### src/flash_image.hex
// one 16-bit word per line, low byte holds the even byte address
// words 0 to 15 are the flash image, words 16 to 23 the SFDP table
4140
4342
4544
4746
4948
4b4a
4d4c
4f4e
5150
5352
5554
5756
5958
5b5a
5d5c
5f5e
4653
5044
0106
ff00
0600
1001
0030
ff00

### src/verilog/flash_emu_pkg.sv
// ==================================================
// shared definitions for the SPI flash emulator
// command codes, memory sizes, status register and
// log entry layout; modules import what they need
// ==================================================
`default_nettype none

package flash_emu_pkg;

	// JEDEC command bytes
	localparam logic [7:0] CMD_PP3   = 8'h02;
	localparam logic [7:0] CMD_READ  = 8'h03;
	localparam logic [7:0] CMD_WRDS  = 8'h04;
	localparam logic [7:0] CMD_RDSR  = 8'h05;
	localparam logic [7:0] CMD_WREN  = 8'h06;
	localparam logic [7:0] CMD_ERASE = 8'h20;
	localparam logic [7:0] CMD_SFDP  = 8'h5a;
	localparam logic [7:0] CMD_RDID  = 8'h9f;

	// manufacturer, type, capacity
	localparam logic [23:0] JEDEC_ID = 24'hc2_20_18;

	// flash image first, SFDP table right after it
	localparam int FLASH_BYTES   = 32;
	localparam int SFDP_BYTES    = 16;
	localparam int MEM_WORDS     = 24;
	localparam int MEM_ADDR_BITS = 5;

	localparam int LOG_DEPTH = 4;

	// bit positions in the sticky error byte
	localparam int ERR_LOG_OVERFLOW = 0;
	localparam int ERR_LATE_DATA    = 1;
	localparam int ERR_WRITE_CMD    = 2;
	localparam int ERR_UNKNOWN_CMD  = 3;

	// field order follows the datasheet, srp0 is the msb
	typedef struct packed {
		logic       srp0;
		logic       tb;
		logic [3:0] bp;
		logic       wel;
		logic       busy;
	} status_fields_t;

	typedef union packed {
		logic [7:0]     raw;
		status_fields_t f;
	} status_reg_u;

	typedef struct packed {
		logic [7:0]  cmd;
		logic [23:0] addr;
		logic [7:0]  len;
	} log_entry_t;

endpackage

`default_nettype wire
### src/verilog/mem_read_if.sv
// ==================================================
// word read port between the command engine and the
// backing memory, fixed two-cycle read latency
// ==================================================
`timescale 1ns/1ps
`default_nettype none

interface mem_read_if;
	import flash_emu_pkg::*;

	logic                     read_enable;
	logic [MEM_ADDR_BITS-1:0] word_addr;
	// low byte holds the even address
	logic [15:0]              read_data;
	logic                     read_valid;

	modport engine (
		output read_enable, word_addr,
		input  read_data, read_valid
	);

	modport mem (
		input  read_enable, word_addr,
		output read_data, read_valid
	);

endinterface

`default_nettype wire

### src/verilog/spi_byte_if.sv
// ==================================================
// byte and bit events from the SPI front end, and
// transmit bytes going back to it
// ==================================================
`timescale 1ns/1ps
`default_nettype none

interface spi_byte_if;

	logic       cs_active;
	// shifts in one bit per sclk rising edge
	logic [7:0] rx_data;
	// first byte of a transaction
	logic       rx_cmd;
	// every later byte
	logic       rx_strobe;
	logic [2:0] rx_bit;
	logic       rx_bit_strobe;
	// byte for the next slot on MISO
	logic [7:0] tx_data;
	logic       tx_strobe;

	modport phy (
		output cs_active, rx_data, rx_cmd, rx_strobe, rx_bit, rx_bit_strobe,
		input  tx_data, tx_strobe
	);

	modport engine (
		input  cs_active, rx_data, rx_cmd, rx_strobe, rx_bit, rx_bit_strobe,
		output tx_data, tx_strobe
	);

endinterface

`default_nettype wire

### src/verilog/flash_emu_top.sv
// ==================================================
// SPI NOR flash emulator top level
// SPI pins in, MISO and a log stream out, plus the
// sticky error byte
// ==================================================
`timescale 1ns/1ps
`default_nettype none

module flash_emu_top (
	input  logic        clk,
	input  logic        reset,
	input  logic        sclk,
	input  logic        cs_n,
	input  logic        mosi,
	output logic        miso,
	output logic        log_valid,
	input  logic        log_ready,
	output logic [7:0]  log_cmd,
	output logic [23:0] log_addr,
	output logic [7:0]  log_len,
	output logic [7:0]  errors
);
	import flash_emu_pkg::*;

	spi_byte_if spi_bus ();
	mem_read_if mem_bus ();

	logic       log_push;
	log_entry_t log_entry;
	logic [7:0] engine_errors;
	logic       overflow;

	spi_target_phy spi_target_phy_inst (
		.clk   (clk),
		.reset (reset),
		.sclk  (sclk),
		.cs_n  (cs_n),
		.mosi  (mosi),
		.miso  (miso),
		.bus   (spi_bus.phy)
	);

	flash_command_engine flash_command_engine_inst (
		.clk       (clk),
		.reset     (reset),
		.bus       (spi_bus.engine),
		.mem       (mem_bus.engine),
		.log_push  (log_push),
		.log_entry (log_entry),
		.errors    (engine_errors)
	);

	flash_image_mem flash_image_mem_inst (
		.clk  (clk),
		.port (mem_bus.mem)
	);

	access_log_fifo access_log_fifo_inst (
		.clk       (clk),
		.reset     (reset),
		.push      (log_push),
		.entry     (log_entry),
		.log_valid (log_valid),
		.log_ready (log_ready),
		.log_cmd   (log_cmd),
		.log_addr  (log_addr),
		.log_len   (log_len),
		.overflow  (overflow)
	);

	// queue overflow lands in its own bit of the error byte
	assign errors = engine_errors | (8'(overflow) << ERR_LOG_OVERFLOW);

endmodule

`default_nettype wire

### src/verilog/access_log_fifo.sv
// ==================================================
// small queue for transaction log entries
// valid/ready on the output side, a push into a full
// queue is lost and raises a sticky overflow flag
// ==================================================
`timescale 1ns/1ps
`default_nettype none

module access_log_fifo (
	input  logic                      clk,
	input  logic                      reset,
	input  logic                      push,
	input  flash_emu_pkg::log_entry_t entry,
	output logic                      log_valid,
	input  logic                      log_ready,
	output logic [7:0]                log_cmd,
	output logic [23:0]               log_addr,
	output logic [7:0]                log_len,
	output logic                      overflow
);
	import flash_emu_pkg::*;

	log_entry_t entries [LOG_DEPTH];

	logic [$clog2(LOG_DEPTH)-1:0]   wr_ptr;
	logic [$clog2(LOG_DEPTH)-1:0]   rd_ptr;
	logic [$clog2(LOG_DEPTH+1)-1:0] count;
	logic                           full;
	logic                           do_push;
	logic                           do_pop;

	assign full    = (count == LOG_DEPTH);
	assign do_push = push && !full;
	assign do_pop  = log_valid && log_ready;

	always_ff @(posedge clk) begin
		if (do_push)
			entries[wr_ptr] <= entry;
	end

	always_ff @(posedge clk) begin
		if (reset) begin
			wr_ptr   <= '0;
			rd_ptr   <= '0;
			count    <= '0;
			overflow <= 1'b0;
		end else begin
			if (do_push)
				wr_ptr <= wr_ptr + 1'b1;
			if (do_pop)
				rd_ptr <= rd_ptr + 1'b1;
			count <= count + do_push - do_pop;
			// entry is dropped
			if (push && full)
				overflow <= 1'b1;
		end
	end

	// head entry stays put until it is taken
	assign log_valid = (count != 0);
	assign log_cmd   = entries[rd_ptr].cmd;
	assign log_addr  = entries[rd_ptr].addr;
	assign log_len   = entries[rd_ptr].len;

endmodule

`default_nettype wire

### src/verilog/flash_image_mem.sv
// ==================================================
// backing word memory, flash image then SFDP table
// contents come from the hex image at start of sim
// data is valid two cycles after read_enable rises
// ==================================================
`timescale 1ns/1ps
`default_nettype none

module flash_image_mem (
	input  logic    clk,
	mem_read_if.mem port
);
	import flash_emu_pkg::*;

	logic [15:0] words [MEM_WORDS];

	logic        en_q1;
	logic        en_q2;
	logic [15:0] data_q;

	initial begin
		$readmemh("/design/src/flash_image.hex", words);
	end

	// enable pipeline, a low enable restarts it
	always_ff @(posedge clk) begin
		en_q1 <= port.read_enable;
		en_q2 <= en_q1 && port.read_enable;
	end

	// registered read, second stage lines up with valid
	always_ff @(posedge clk) begin
		data_q         <= words[port.word_addr];
		port.read_data <= data_q;
	end

	assign port.read_valid = en_q2;

endmodule

`default_nettype wire

### src/verilog/flash_command_engine.sv
// ==================================================
// JEDEC command engine for the emulated flash
// decodes the command byte, collects the address,
// streams read data from the word memory and emits
// one log entry when chip select goes away
// ==================================================
`timescale 1ns/1ps
`default_nettype none

module flash_command_engine (
	input  logic                     clk,
	input  logic                     reset,
	spi_byte_if.engine               bus,
	mem_read_if.engine               mem,
	output logic                     log_push,
	output flash_emu_pkg::log_entry_t log_entry,
	output logic [7:0]               errors
);
	import flash_emu_pkg::*;

	logic [7:0]  cmd;
	logic        cmd_valid;
	// bytes seen after the command, stops at hdr_len
	logic [2:0]  hdr_cnt;
	logic [2:0]  hdr_len;
	logic [23:0] addr;
	logic [23:0] next_addr;
	logic [7:0]  len;
	status_reg_u status;

	logic        is_sfdp;
	logic        is_read;
	logic        has_addr;

	// byte offset inside the current region
	logic [$clog2(FLASH_BYTES)-1:0] cur_byte;
	logic [$clog2(FLASH_BYTES)-1:0] byte_mask;
	logic [$clog2(FLASH_BYTES)-1:0] start_byte;
	logic [7:0]                     sel_byte;

	assign is_sfdp  = (cmd == CMD_SFDP);
	assign is_read  = (cmd == CMD_READ) || is_sfdp;
	assign has_addr = is_read || (cmd == CMD_PP3) || (cmd == CMD_ERASE);
	// SFDP carries one dummy byte after the address
	assign hdr_len  = is_sfdp ? 3'd4 : (has_addr ? 3'd3 : 3'd0);

	assign next_addr = {addr[15:0], bus.rx_data};

	assign byte_mask = is_sfdp ? SFDP_BYTES[$clog2(FLASH_BYTES)-1:0] - 1'b1
		: FLASH_BYTES[$clog2(FLASH_BYTES)-1:0] - 1'b1;
	// the dummy byte is not part of the SFDP address
	assign start_byte = (is_sfdp ? addr[$clog2(FLASH_BYTES)-1:0]
		: next_addr[$clog2(FLASH_BYTES)-1:0]) & byte_mask;

	// SFDP words sit right above the flash image
	assign mem.word_addr = MEM_ADDR_BITS'((is_sfdp ? FLASH_BYTES / 2 : 0) + (cur_byte >> 1));
	assign sel_byte = cur_byte[0] ? mem.read_data[15:8] : mem.read_data[7:0];

	always_ff @(posedge clk) begin
		bus.tx_strobe <= 1'b0;
		log_push      <= 1'b0;
		if (reset) begin
			cmd_valid       <= 1'b0;
			hdr_cnt         <= 3'd0;
			len             <= 8'd0;
			mem.read_enable <= 1'b0;
			status.raw      <= 8'h00;
			errors          <= 8'h00;
		end else begin
			if (!bus.cs_active) begin
				cmd_valid       <= 1'b0;
				hdr_cnt         <= 3'd0;
				mem.read_enable <= 1'b0;
				// one entry per transaction that got a command byte
				if (cmd_valid) begin
					log_push       <= 1'b1;
					log_entry.cmd  <= cmd;
					log_entry.addr <= has_addr ? addr : 24'd0;
					log_entry.len  <= len;
				end
			end else if (bus.rx_cmd) begin
				cmd       <= bus.rx_data;
				cmd_valid <= 1'b1;
				hdr_cnt   <= 3'd0;
				len       <= 8'd0;
				addr      <= 24'd0;
				case (bus.rx_data)
					CMD_RDSR: begin
						bus.tx_data   <= status.raw;
						bus.tx_strobe <= 1'b1;
					end
					CMD_RDID: begin
						bus.tx_data   <= JEDEC_ID[23:16];
						bus.tx_strobe <= 1'b1;
					end
					CMD_WREN: begin
						status.f.wel <= 1'b1;
					end
					CMD_WRDS, CMD_PP3, CMD_ERASE: begin
						// no program or erase here, only the latch drops
						status.f.wel          <= 1'b0;
						errors[ERR_WRITE_CMD] <= 1'b1;
					end
					CMD_READ, CMD_SFDP: begin
						// address bytes follow
					end
					default: begin
						errors[ERR_UNKNOWN_CMD] <= 1'b1;
					end
				endcase
			end else if (cmd_valid) begin
				// shift register loads at this boundary, a read still
				// in flight has missed its slot
				if (bus.rx_bit_strobe && bus.rx_bit == 3'd7 && mem.read_enable)
					errors[ERR_LATE_DATA] <= 1'b1;

				if (bus.rx_strobe) begin
					if (hdr_cnt < hdr_len) begin
						hdr_cnt <= hdr_cnt + 3'd1;
						if (hdr_cnt < 3'd3)
							addr <= next_addr;
						// last address or dummy byte starts the first fetch
						if (is_read && hdr_cnt == hdr_len - 3'd1) begin
							cur_byte        <= start_byte;
							mem.read_enable <= 1'b1;
						end
					end else begin
						len <= len + 8'd1;
						if (cmd == CMD_RDSR) begin
							bus.tx_data   <= status.raw;
							bus.tx_strobe <= 1'b1;
						end else if (cmd == CMD_RDID && len < 8'd2) begin
							bus.tx_data   <= (len == 8'd0) ? JEDEC_ID[15:8] : JEDEC_ID[7:0];
							bus.tx_strobe <= 1'b1;
						end else if (is_read && !mem.read_enable) begin
							mem.read_enable <= 1'b1;
						end
					end
				end

				// word arrived, pick the byte and step to the next address
				if (mem.read_enable && mem.read_valid) begin
					bus.tx_data     <= sel_byte;
					bus.tx_strobe   <= 1'b1;
					mem.read_enable <= 1'b0;
					cur_byte        <= (cur_byte + 1'b1) & byte_mask;
				end
			end
		end
	end

endmodule

`default_nettype wire

### src/verilog/spi_target_phy.sv
// ==================================================
// SPI mode 0 target front end
// oversamples the pins, emits byte and bit events and
// shifts the queued reply byte out on MISO
// ==================================================
`timescale 1ns/1ps
`default_nettype none

module spi_target_phy (
	input  logic       clk,
	input  logic       reset,
	input  logic       sclk,
	input  logic       cs_n,
	input  logic       mosi,
	output logic       miso,
	spi_byte_if.phy    bus
);

	// two synchronizer stages, third sclk stage for edges
	logic [2:0] sclk_q;
	logic [1:0] cs_q;
	logic [1:0] mosi_q;

	logic       sclk_rise;
	logic       sclk_fall;
	logic       cs_sel;
	logic       byte_end;

	logic [2:0] bit_cnt;
	logic       first_byte;
	logic [7:0] pending;
	logic       pending_valid;
	logic [7:0] shift_reg;

	always_ff @(posedge clk) begin
		if (reset) begin
			sclk_q <= 3'b000;
			cs_q   <= 2'b11;
			mosi_q <= 2'b00;
		end else begin
			sclk_q <= {sclk_q[1:0], sclk};
			cs_q   <= {cs_q[0], cs_n};
			mosi_q <= {mosi_q[0], mosi};
		end
	end

	assign sclk_rise = sclk_q[1] & ~sclk_q[2];
	assign sclk_fall = ~sclk_q[1] & sclk_q[2];
	assign cs_sel    = ~cs_q[1];
	// last bit of a byte arrives on this edge
	assign byte_end  = cs_sel && sclk_rise && (bit_cnt == 3'd7);

	assign bus.cs_active = cs_sel;

	// receive side, msb first
	always_ff @(posedge clk) begin
		bus.rx_cmd        <= 1'b0;
		bus.rx_strobe     <= 1'b0;
		bus.rx_bit_strobe <= 1'b0;
		if (reset) begin
			bit_cnt    <= 3'd0;
			first_byte <= 1'b1;
		end else if (!cs_sel) begin
			bit_cnt    <= 3'd0;
			first_byte <= 1'b1;
		end else if (sclk_rise) begin
			bus.rx_data       <= {bus.rx_data[6:0], mosi_q[1]};
			bus.rx_bit        <= bit_cnt;
			bus.rx_bit_strobe <= 1'b1;
			bit_cnt           <= bit_cnt + 3'd1;
			if (bit_cnt == 3'd7) begin
				first_byte <= 1'b0;
				if (first_byte)
					bus.rx_cmd <= 1'b1;
				else
					bus.rx_strobe <= 1'b1;
			end
		end
	end

	// transmit side
	// a byte queued during one slot is shifted out during the next,
	// an empty slot sends FF
	always_ff @(posedge clk) begin
		if (reset) begin
			pending_valid <= 1'b0;
			shift_reg     <= 8'hff;
			miso          <= 1'b1;
		end else if (!cs_sel) begin
			pending_valid <= 1'b0;
			shift_reg     <= 8'hff;
			miso          <= 1'b1;
		end else if (byte_end) begin
			if (bus.tx_strobe)
				shift_reg <= bus.tx_data;
			else
				shift_reg <= pending_valid ? pending : 8'hff;
			pending_valid <= 1'b0;
		end else begin
			// later load in the same slot wins
			if (bus.tx_strobe) begin
				pending       <= bus.tx_data;
				pending_valid <= 1'b1;
			end
			if (sclk_fall) begin
				miso      <= shift_reg[7];
				shift_reg <= {shift_reg[6:0], 1'b1};
			end
		end
	end

endmodule

`default_nettype wire

### config.mk
export PLATFORM = sky130hd
export DESIGN_NAME = flash_emu_top
export DESIGN_NICKNAME = d
export VERILOG_FILES = /design/src/verilog/flash_emu_pkg.sv /design/src/verilog/mem_read_if.sv /design/src/verilog/spi_byte_if.sv /design/src/verilog/flash_emu_top.sv /design/src/verilog/access_log_fifo.sv /design/src/verilog/flash_image_mem.sv /design/src/verilog/flash_command_engine.sv /design/src/verilog/spi_target_phy.sv
export SDC_FILE = /design/constraint.sdc
export NUM_CORES = 1
export LEC_CHECK = 0
export ABC_AREA = 1
export BUFFER_PORTS_ARGS = -buffer_cell sky130_fd_sc_hd__buf_4
export CAP_MARGIN = 20
export CORE_UTILIZATION = 39
export CTS_BUF_LIST = sky130_fd_sc_hd__clkbuf_8
export DETAILED_ROUTE_END_ITERATION = 16
export MAX_ROUTING_LAYER = met4
export PLACE_DENSITY = 0.55
export SLEW_MARGIN = 20
export SYNTH_ARGS = -nofsm -noshare
export SYNTH_HDL_FRONTEND = slang
export SYNTH_SLANG_ARGS = --single-unit
### constraint.sdc
create_clock -name clk -period 7.6 [get_ports clk]
set_input_delay 0.38 -clock clk [delete_from_list [all_inputs] [get_ports clk]]
set_output_delay 0.38 -clock clk [all_outputs]
set_load 0.02 [all_outputs]
==> results of run 1 <==
-- logic make-up after synthesis --
logic type / after synthesis / synth area share
and+or+nand+nor: 309 / 0.109
DFF: 306 / 0.735
AOI/OAI and AO/OA: 184 / 0.0867
buffers and inverters: 145 / 0.0494
adders and majority gates: 15 / 0.0166
xor gates and xnor gates: 3 / 0.00224
other: 1 / 0.000319
-- cells in the final DEF, fill, tap and decap left out, types with 4 or more instances in the layout --
cell | netlist | layout
o21ai_0 | 108 | 108
o22ai_1 | 42 | 42
nand2_2 | 5 | 5
inv_2 | 3 | 4
a21oi_1 | 24 | 24
buf_4 | 5 | 61
nor3_1 | 17 | 16
clkbuf_8 | 0 | 53
conb_1 | 1 | 4
inv_1 | 103 | 125
nand2_1 | 63 | 63
clkinv_1 | 1 | 13
edfxtp_1 | 251 | 251
nor2_4 | 1 | 5
ha_1 | 14 | 14
dfxtp_1 | 55 | 53
nand3_1 | 21 | 21
nand4_1 | 6 | 6
nor2_1 | 183 | 179
-- power by group through the flow --
stage	registers [mW]	logic [mW]	clock network, mW
finish	1.81	0.566	1.29
global route	1.81	0.628	1.41
CTS	1.81	0.580	1.33
floorplan	1.85	0.360	0
global placement	1.85	0.574	0
detailed placement	1.85	0.577	0
-- synthesized netlist by cell type, drive strengths merged --
library cell    n  area (um2)
nor3b           2        20.0
nand2          68         268
edfxtp        251        7540
nand3b          1        7.51
conb            1        3.75
inv           106         398
ha             14         175
buf            12        81.3
a31oi           1        6.26
a21oi          24         120
fa              1        20.0
xor2            3        26.3
a211oi          2        27.5
clkinv          1        3.75
nor3           17        85.1
o22ai          42         263
or2             3        18.8
dfxtp          55        1100
o21ai         108         541
o221ai          3        26.3
nand4           6        37.5
a21o            1        7.51
clkbuf         26        97.6
nand3          21         105
o211ai          2        15.0
o31ai           1        12.5
nor4            4        25.0
nor2          187         717
-- critical path, delay by kind of cell, from the launching register on --
kind                     cells  cell delay [ns]
AO/OA/AOI/OAI                2             0.96
adder cells (fa/ha/maj)      1             0.23
buffers and inverters        4             0.67
flip-flops                   1             0.41
AND/OR/NAND/NOR              8             0.82
-- cell type report --
type | count | share of cell area
inverters | 107 | 0.0298
multi-input cells | 515 | 0.191
clock inverters | 38 | 0.0133
repair buffers | 63 | 0.0354
clock buffers | 53 | 0.0540
well taps | 390 | 0.0362
flip-flops and latches | 306 | 0.640
-- worst min-delay path by stage --
| stage | endpoint | slack (ns) | from |
|---|---|---|---|
| 2_1_floorplan | flash_image_mem_inst.en_q1 | 0.36 | flash_command_engine_inst.mem.read_enable |
| 3_3_place_gp | flash_image_mem_inst.en_q1 | 0.38 | flash_command_engine_inst.mem.read_enable |
| 3_5_place_dp | flash_image_mem_inst.en_q1 | 0.39 | flash_command_engine_inst.mem.read_enable |
| 4_1_cts | spi_target_phy_inst.mosi_q[0] | 0.005 | mosi |
| 5_1_grt | spi_target_phy_inst.mosi_q[0] | 0.03 | mosi |
| 6_report | spi_target_phy_inst.mosi_q[0] | 0.03 | mosi |
-- stage by stage --
| step | std cells | cell area [um2] | worst slack, ns |
|---|---|---|---|
| after floorplan | 966 | 11800 | 3.03 |
| final | 1472 | 13500 | 4.19 |
| after global routing | 1472 | 13500 | 3.86 |
| after detailed placement | 1379 | 12600 | 4.18 |
| after global placement | 1379 | 12600 | 4.30 |
| after CTS | 1472 | 13500 | 4.16 |
-- timing repair --
| action | in CTS | in global routing |
|---|---|---|
| buffers inserted | 0 | 0 |
| hold buffers | 2 | 0 |
| endpoints found under the hold margin | 2 | 0 |
| resized for setup | 0 | 0 |
-- metal layers --
layer | vias up | wire length (um)
met5 | - | 0
met4 | 0 | 384
met3 | 42 | 898
met2 | 128 | 11000
met1 | 3312 | 10300
li1 | 3517 | -
==> results_dict.tcl, run 1 <==
set metrics [dict create \
    worstSetupStartpointType "register" \
    worstHoldPathType "in2reg" \
    clock_skew_ns 0.0173 \
    use_met2 0.257 \
    worst_r2r_endpoint "flash_command_engine_inst.addr[3]" \
    top_regs "access_log_fifo_inst.entries (160), flash_command_engine_inst.log_entry (40), flash_command_engine_inst.addr (24)" \
    slowest_stage "a211oi_4" \
    post-route-util 0.455 \
    reg2reg_depth 15 \
    start_util 0.396 \
    cts_buffers 50 \
    dr.pass1.iters 5 \
    cts_tree "done" \
    first_iter_violations 444 \
    place_hpwl_um 13100 \
    cp.arrival_ns 3.62 \
    multiInputGateArea_mm2 0.00258 \
    relSlewSlack 0.285 \
    crit_chain "inv_1 > nand2_1 > nor2_1 > nand2_1 > nand2_2 > a211oi_4 > nor2_1 > inv_1 > ha_1 > nand3_1 > nand2_1 > inv_1 > a21oi_1 > nor4_2 > buf_4" \
    core_area_mm2 0.0296 \
    yosys_warnings 0 \
    ys_seq_area_frac 0.735 \
    portBuffers 51 \
    nFillCells 2736 \
    hold_depth 3 \
    seq_area_mm2 0.00864 \
    grt_start_max_net_pins 82 \
    final_layout_size_suffix_gt1_frac 0.133 \
    htree_levels 2 \
    dr_total_vias 6999 \
    drv_slew 0 \
    p_switching_mw 0.995 \
    cpPeakStageDelay_ns 0.86 \
    syn_area_mm2 0.0117 \
    max_freq_ghz 0.293 \
    worstMarginPinSlew_ns 1.07 \
    min_period_ns 3.41 \
    r2r_slack_ns 4.19 \
    top_register "access_log_fifo_inst.entries" \
    fin_nets 1064 \
    die_h_um 176 \
    antenna_cells 0 \
    drv_cap 0 \
    overflow 0 \
    comb_power_share 0.154 \
    num_rows 63 \
    worstSkewPairLatency_ns 0.55 \
    grt_usage 0.155 \
    dieArea_mm2 0.0308 \
    ys_seq_elements 306 \
    cts_root_buf "clkbuf_8" \
    area_growth_pct 14.9 \
    hold_viol 0 \
    grtUsageMet1 0.190 \
    startpoint "flash_command_engine_inst.cmd[6]" \
    path_max_fanout 25 \
    setup_viol 0 \
    fin_crit_sh 0.449 \
    grt_setup_unrepaired "no" \
    final_antenna_net_count 0 \
    io_pins 56 \
    path_class "reg2reg" \
    p_per_area_mw_per_mm2 272 \
    clock_path_buffers 3 \
    routed_wl_um 22600 \
    pwr-share-seq 0.494 \
    grt_pass1_vias 7018 \
    use_met3 0.0279 \
    endpoint_kind "register" \
    drc 0 \
    place.gp.congestion 0.788 \
    postSynthAreaPerCell_um2 12.2 \
    clockPowerShare 0.352 \
    antenna_found_initial 0 \
    largest_reg_flops 160 \
    status "finished clean" \
    vias_per_cell 4.75 \
    p_leak_nw 4.95 \
    total_power_mw 3.67 \
    finalSetupTns_ns 0 \
    cp_data_required_time_ns 7.81 \
    timing.hold.ws_ns 0.0343 \
    cell_internal_pwr_mw 2.68 \
    syn_inst 963 \
    cts.sink_count 306 \
    r2r-start "flash_command_engine_inst.cmd[6]" \
    avgRoutedWirePerCell_um 15.4 \
    grt_pass1_wl_um 36400 \
    clk_pin_slew_ns 0.06 \
    cp-endpoint "flash_command_engine_inst.addr[3]" \
    peakVddDrop_v 0.000106 \
    switching_share 0.271 \
    ys_types 37 \
    die_x_um 176 \
    grt-busiest-layer "met2" \
]
Note: power is estimated with default switching activity, not from simulation.
==> inputs of run 2 (changes only) <==
Clock period 7.6 ns to 3.56 ns, I/O delays scaled along.
==> results_dict.tcl, run 2 (synthesized netlist as in run 1, its figures left out) <==
set metrics [dict create \
    top_register "access_log_fifo_inst.entries" \
    worst_r2r_endpoint "flash_command_engine_inst.addr[3]" \
    timing.hold.ws_ns 0.378 \
    path_max_fanout 24 \
    top_regs "access_log_fifo_inst.entries (160), flash_command_engine_inst.log_entry (40), flash_command_engine_inst.addr (24)" \
    cp_data_required_time_ns 3.78 \
    crit_chain "inv_1 > nand2_1 > nor2_1 > inv_1 > nor2_1 > a211oi_4 > nor2_1 > inv_1 > ha_1 > nand3_1 > nand2_1 > inv_1 > a21oi_1 > nor4_4 > buf_4" \
    post_cts_resized 0 \
    drc 0 \
    cts_buffers 50 \
    core_area_mm2 0.0296 \
    mostFrequentLayoutCells "251 x edfxtp_1, 179 x nor2_1, 127 x inv_1" \
    final_common_cell "edfxtp_1" \
    status "finished clean" \
    hold_depth 3 \
    num_rows 63 \
    grt_start_max_net_pins 81 \
    clock_path_buffers 3 \
    grt_pass1_vias 6914 \
    p_leak_nw 5.06 \
    cts_tree "done" \
    slowest_stage "edfxtp_1" \
    clock_skew_ns 0.0323 \
    r2r-start "flash_command_engine_inst.cmd[7]" \
    cts.sink_count 306 \
    io_pins 56 \
    final_antenna_net_count 0 \
    endpoint_kind "register" \
    first_iter_violations 404 \
    dr.pass1.iters 4 \
    worstSkewPairLatency_ns 0.57 \
    largest_reg_flops 160 \
    p_per_area_mw_per_mm2 575 \
    cp.arrival_ns 3.03 \
    r2r_slack_ns 0.75 \
    drv_slew 0 \
    dr_total_vias 7089 \
    start_util 0.396 \
    avgRoutedWirePerCell_um 15.1 \
    antenna_found_initial 0 \
    htree_levels 2 \
    worstHoldPathType "in2reg" \
    routed_wl_um 22500 \
    hold_start "cs_n" \
    portBuffers 51 \
    final_layout_size_suffix_gt1_frac 0.146 \
    fin_nets 1077 \
    path_class "reg2reg" \
    vias_per_cell 4.76 \
    total_power_mw 7.84 \
    clk_pin_slew_ns 0.06 \
    reg2reg_depth 15 \
    worstSetupStartpointType "register" \
    finalSetupTns_ns 0 \
    grt_pass1_wl_um 36300 \
    antenna_cells 0 \
    min_to "spi_target_phy_inst.cs_q[0]" \
    max_freq_ghz 0.356 \
    drv_cap 0 \
    hold_viol 0 \
    min_period_ns 2.81 \
    place_hpwl_um 13600 \
    dieArea_mm2 0.0308 \
    peakVddDrop_v 0.000268 \
    fin_crit_sh 0.789 \
    relSlewSlack 0.439 \
    area_growth_pct 16.1 \
    overflow 0 \
    setup_viol 0 \
    place.gp.congestion 0.787 \
    cpPeakStageDelay_ns 0.39 \
    post-route-util 0.460 \
    grt_usage 0.155 \
    cp_common_cell "inv_1" \
    die_h_um 176 \
    worstMarginPinSlew_ns 0.842 \
    grt_setup_unrepaired "no" \
    cts_root_buf "clkbuf_8" \
    die_x_um 176 \
]
run 2: per-layer routing:
layer | global-route usage | part of all wire
met4 | 0.0511 | 0.020
met2 | 0.252 | 0.48
met3 | 0.0307 | 0.041
met1 | 0.194 | 0.46
met5 | - | 0
run 2: repair_timing:
item                                    CTS  global route
setup buffers                             0             0
endpoints found under the setup margin    0             0
hold buffers                              7             0
hold endpoints to repair                 16             0
run 2: area by class of cell:
cell class | instances | area [um2]
fill | 2787 | 16000
clock inverter | 39 | 170
sequential | 306 | 8640
inverter | 107 | 402
clock buffer | 55 | 757
multi-input combinational | 515 | 2590
tap | 390 | 488
timing repair buffer | 76 | 588
run 2: stage by stage:
step           setup slack, ns  instances  instance area [um2]
2_1_floorplan            0.534        966                11800
3_3_place_gp             0.806       1387                12600
3_5_place_dp             0.753       1387                12600
4_1_cts                  0.740       1488                13600
5_1_grt                  0.495       1488                13600
6_report                 0.750       1488                13600
run 2: how the worst max path moves through the flow:
stage	from	end	slack, ns	depth (start not counted)
after floorplan	flash_command_engine_inst.cmd[6]	flash_command_engine_inst.addr[0]	0.53	14
after global placement	flash_command_engine_inst.cmd[2]	flash_command_engine_inst.addr[20]	0.81	11
after detailed placement	flash_command_engine_inst.cmd[7]	flash_command_engine_inst.addr[23]	0.75	15
after CTS	flash_command_engine_inst.cmd[7]	flash_command_engine_inst.addr[3]	0.74	15
after global routing	flash_command_engine_inst.cmd[7]	flash_command_engine_inst.addr[2]	0.50	15
final	flash_command_engine_inst.cmd[7]	flash_command_engine_inst.addr[3]	0.75	15
run 2: critical path, delay by kind of cell, from the launching register on:
family	cells	cell delay, ns
AOI/OAI and AO/OA	2	0.21
adders and majority gates	1	0.28
and+or+nand+nor	7	0.84
buffers and inverters	5	0.76
DFF	1	0.39
run 2: power breakdown:
part           switching, mW  internal [mW]
clock network           1.32           1.43
logic                  0.781          0.431
registers             0.0329           3.85
total                   2.13           5.71
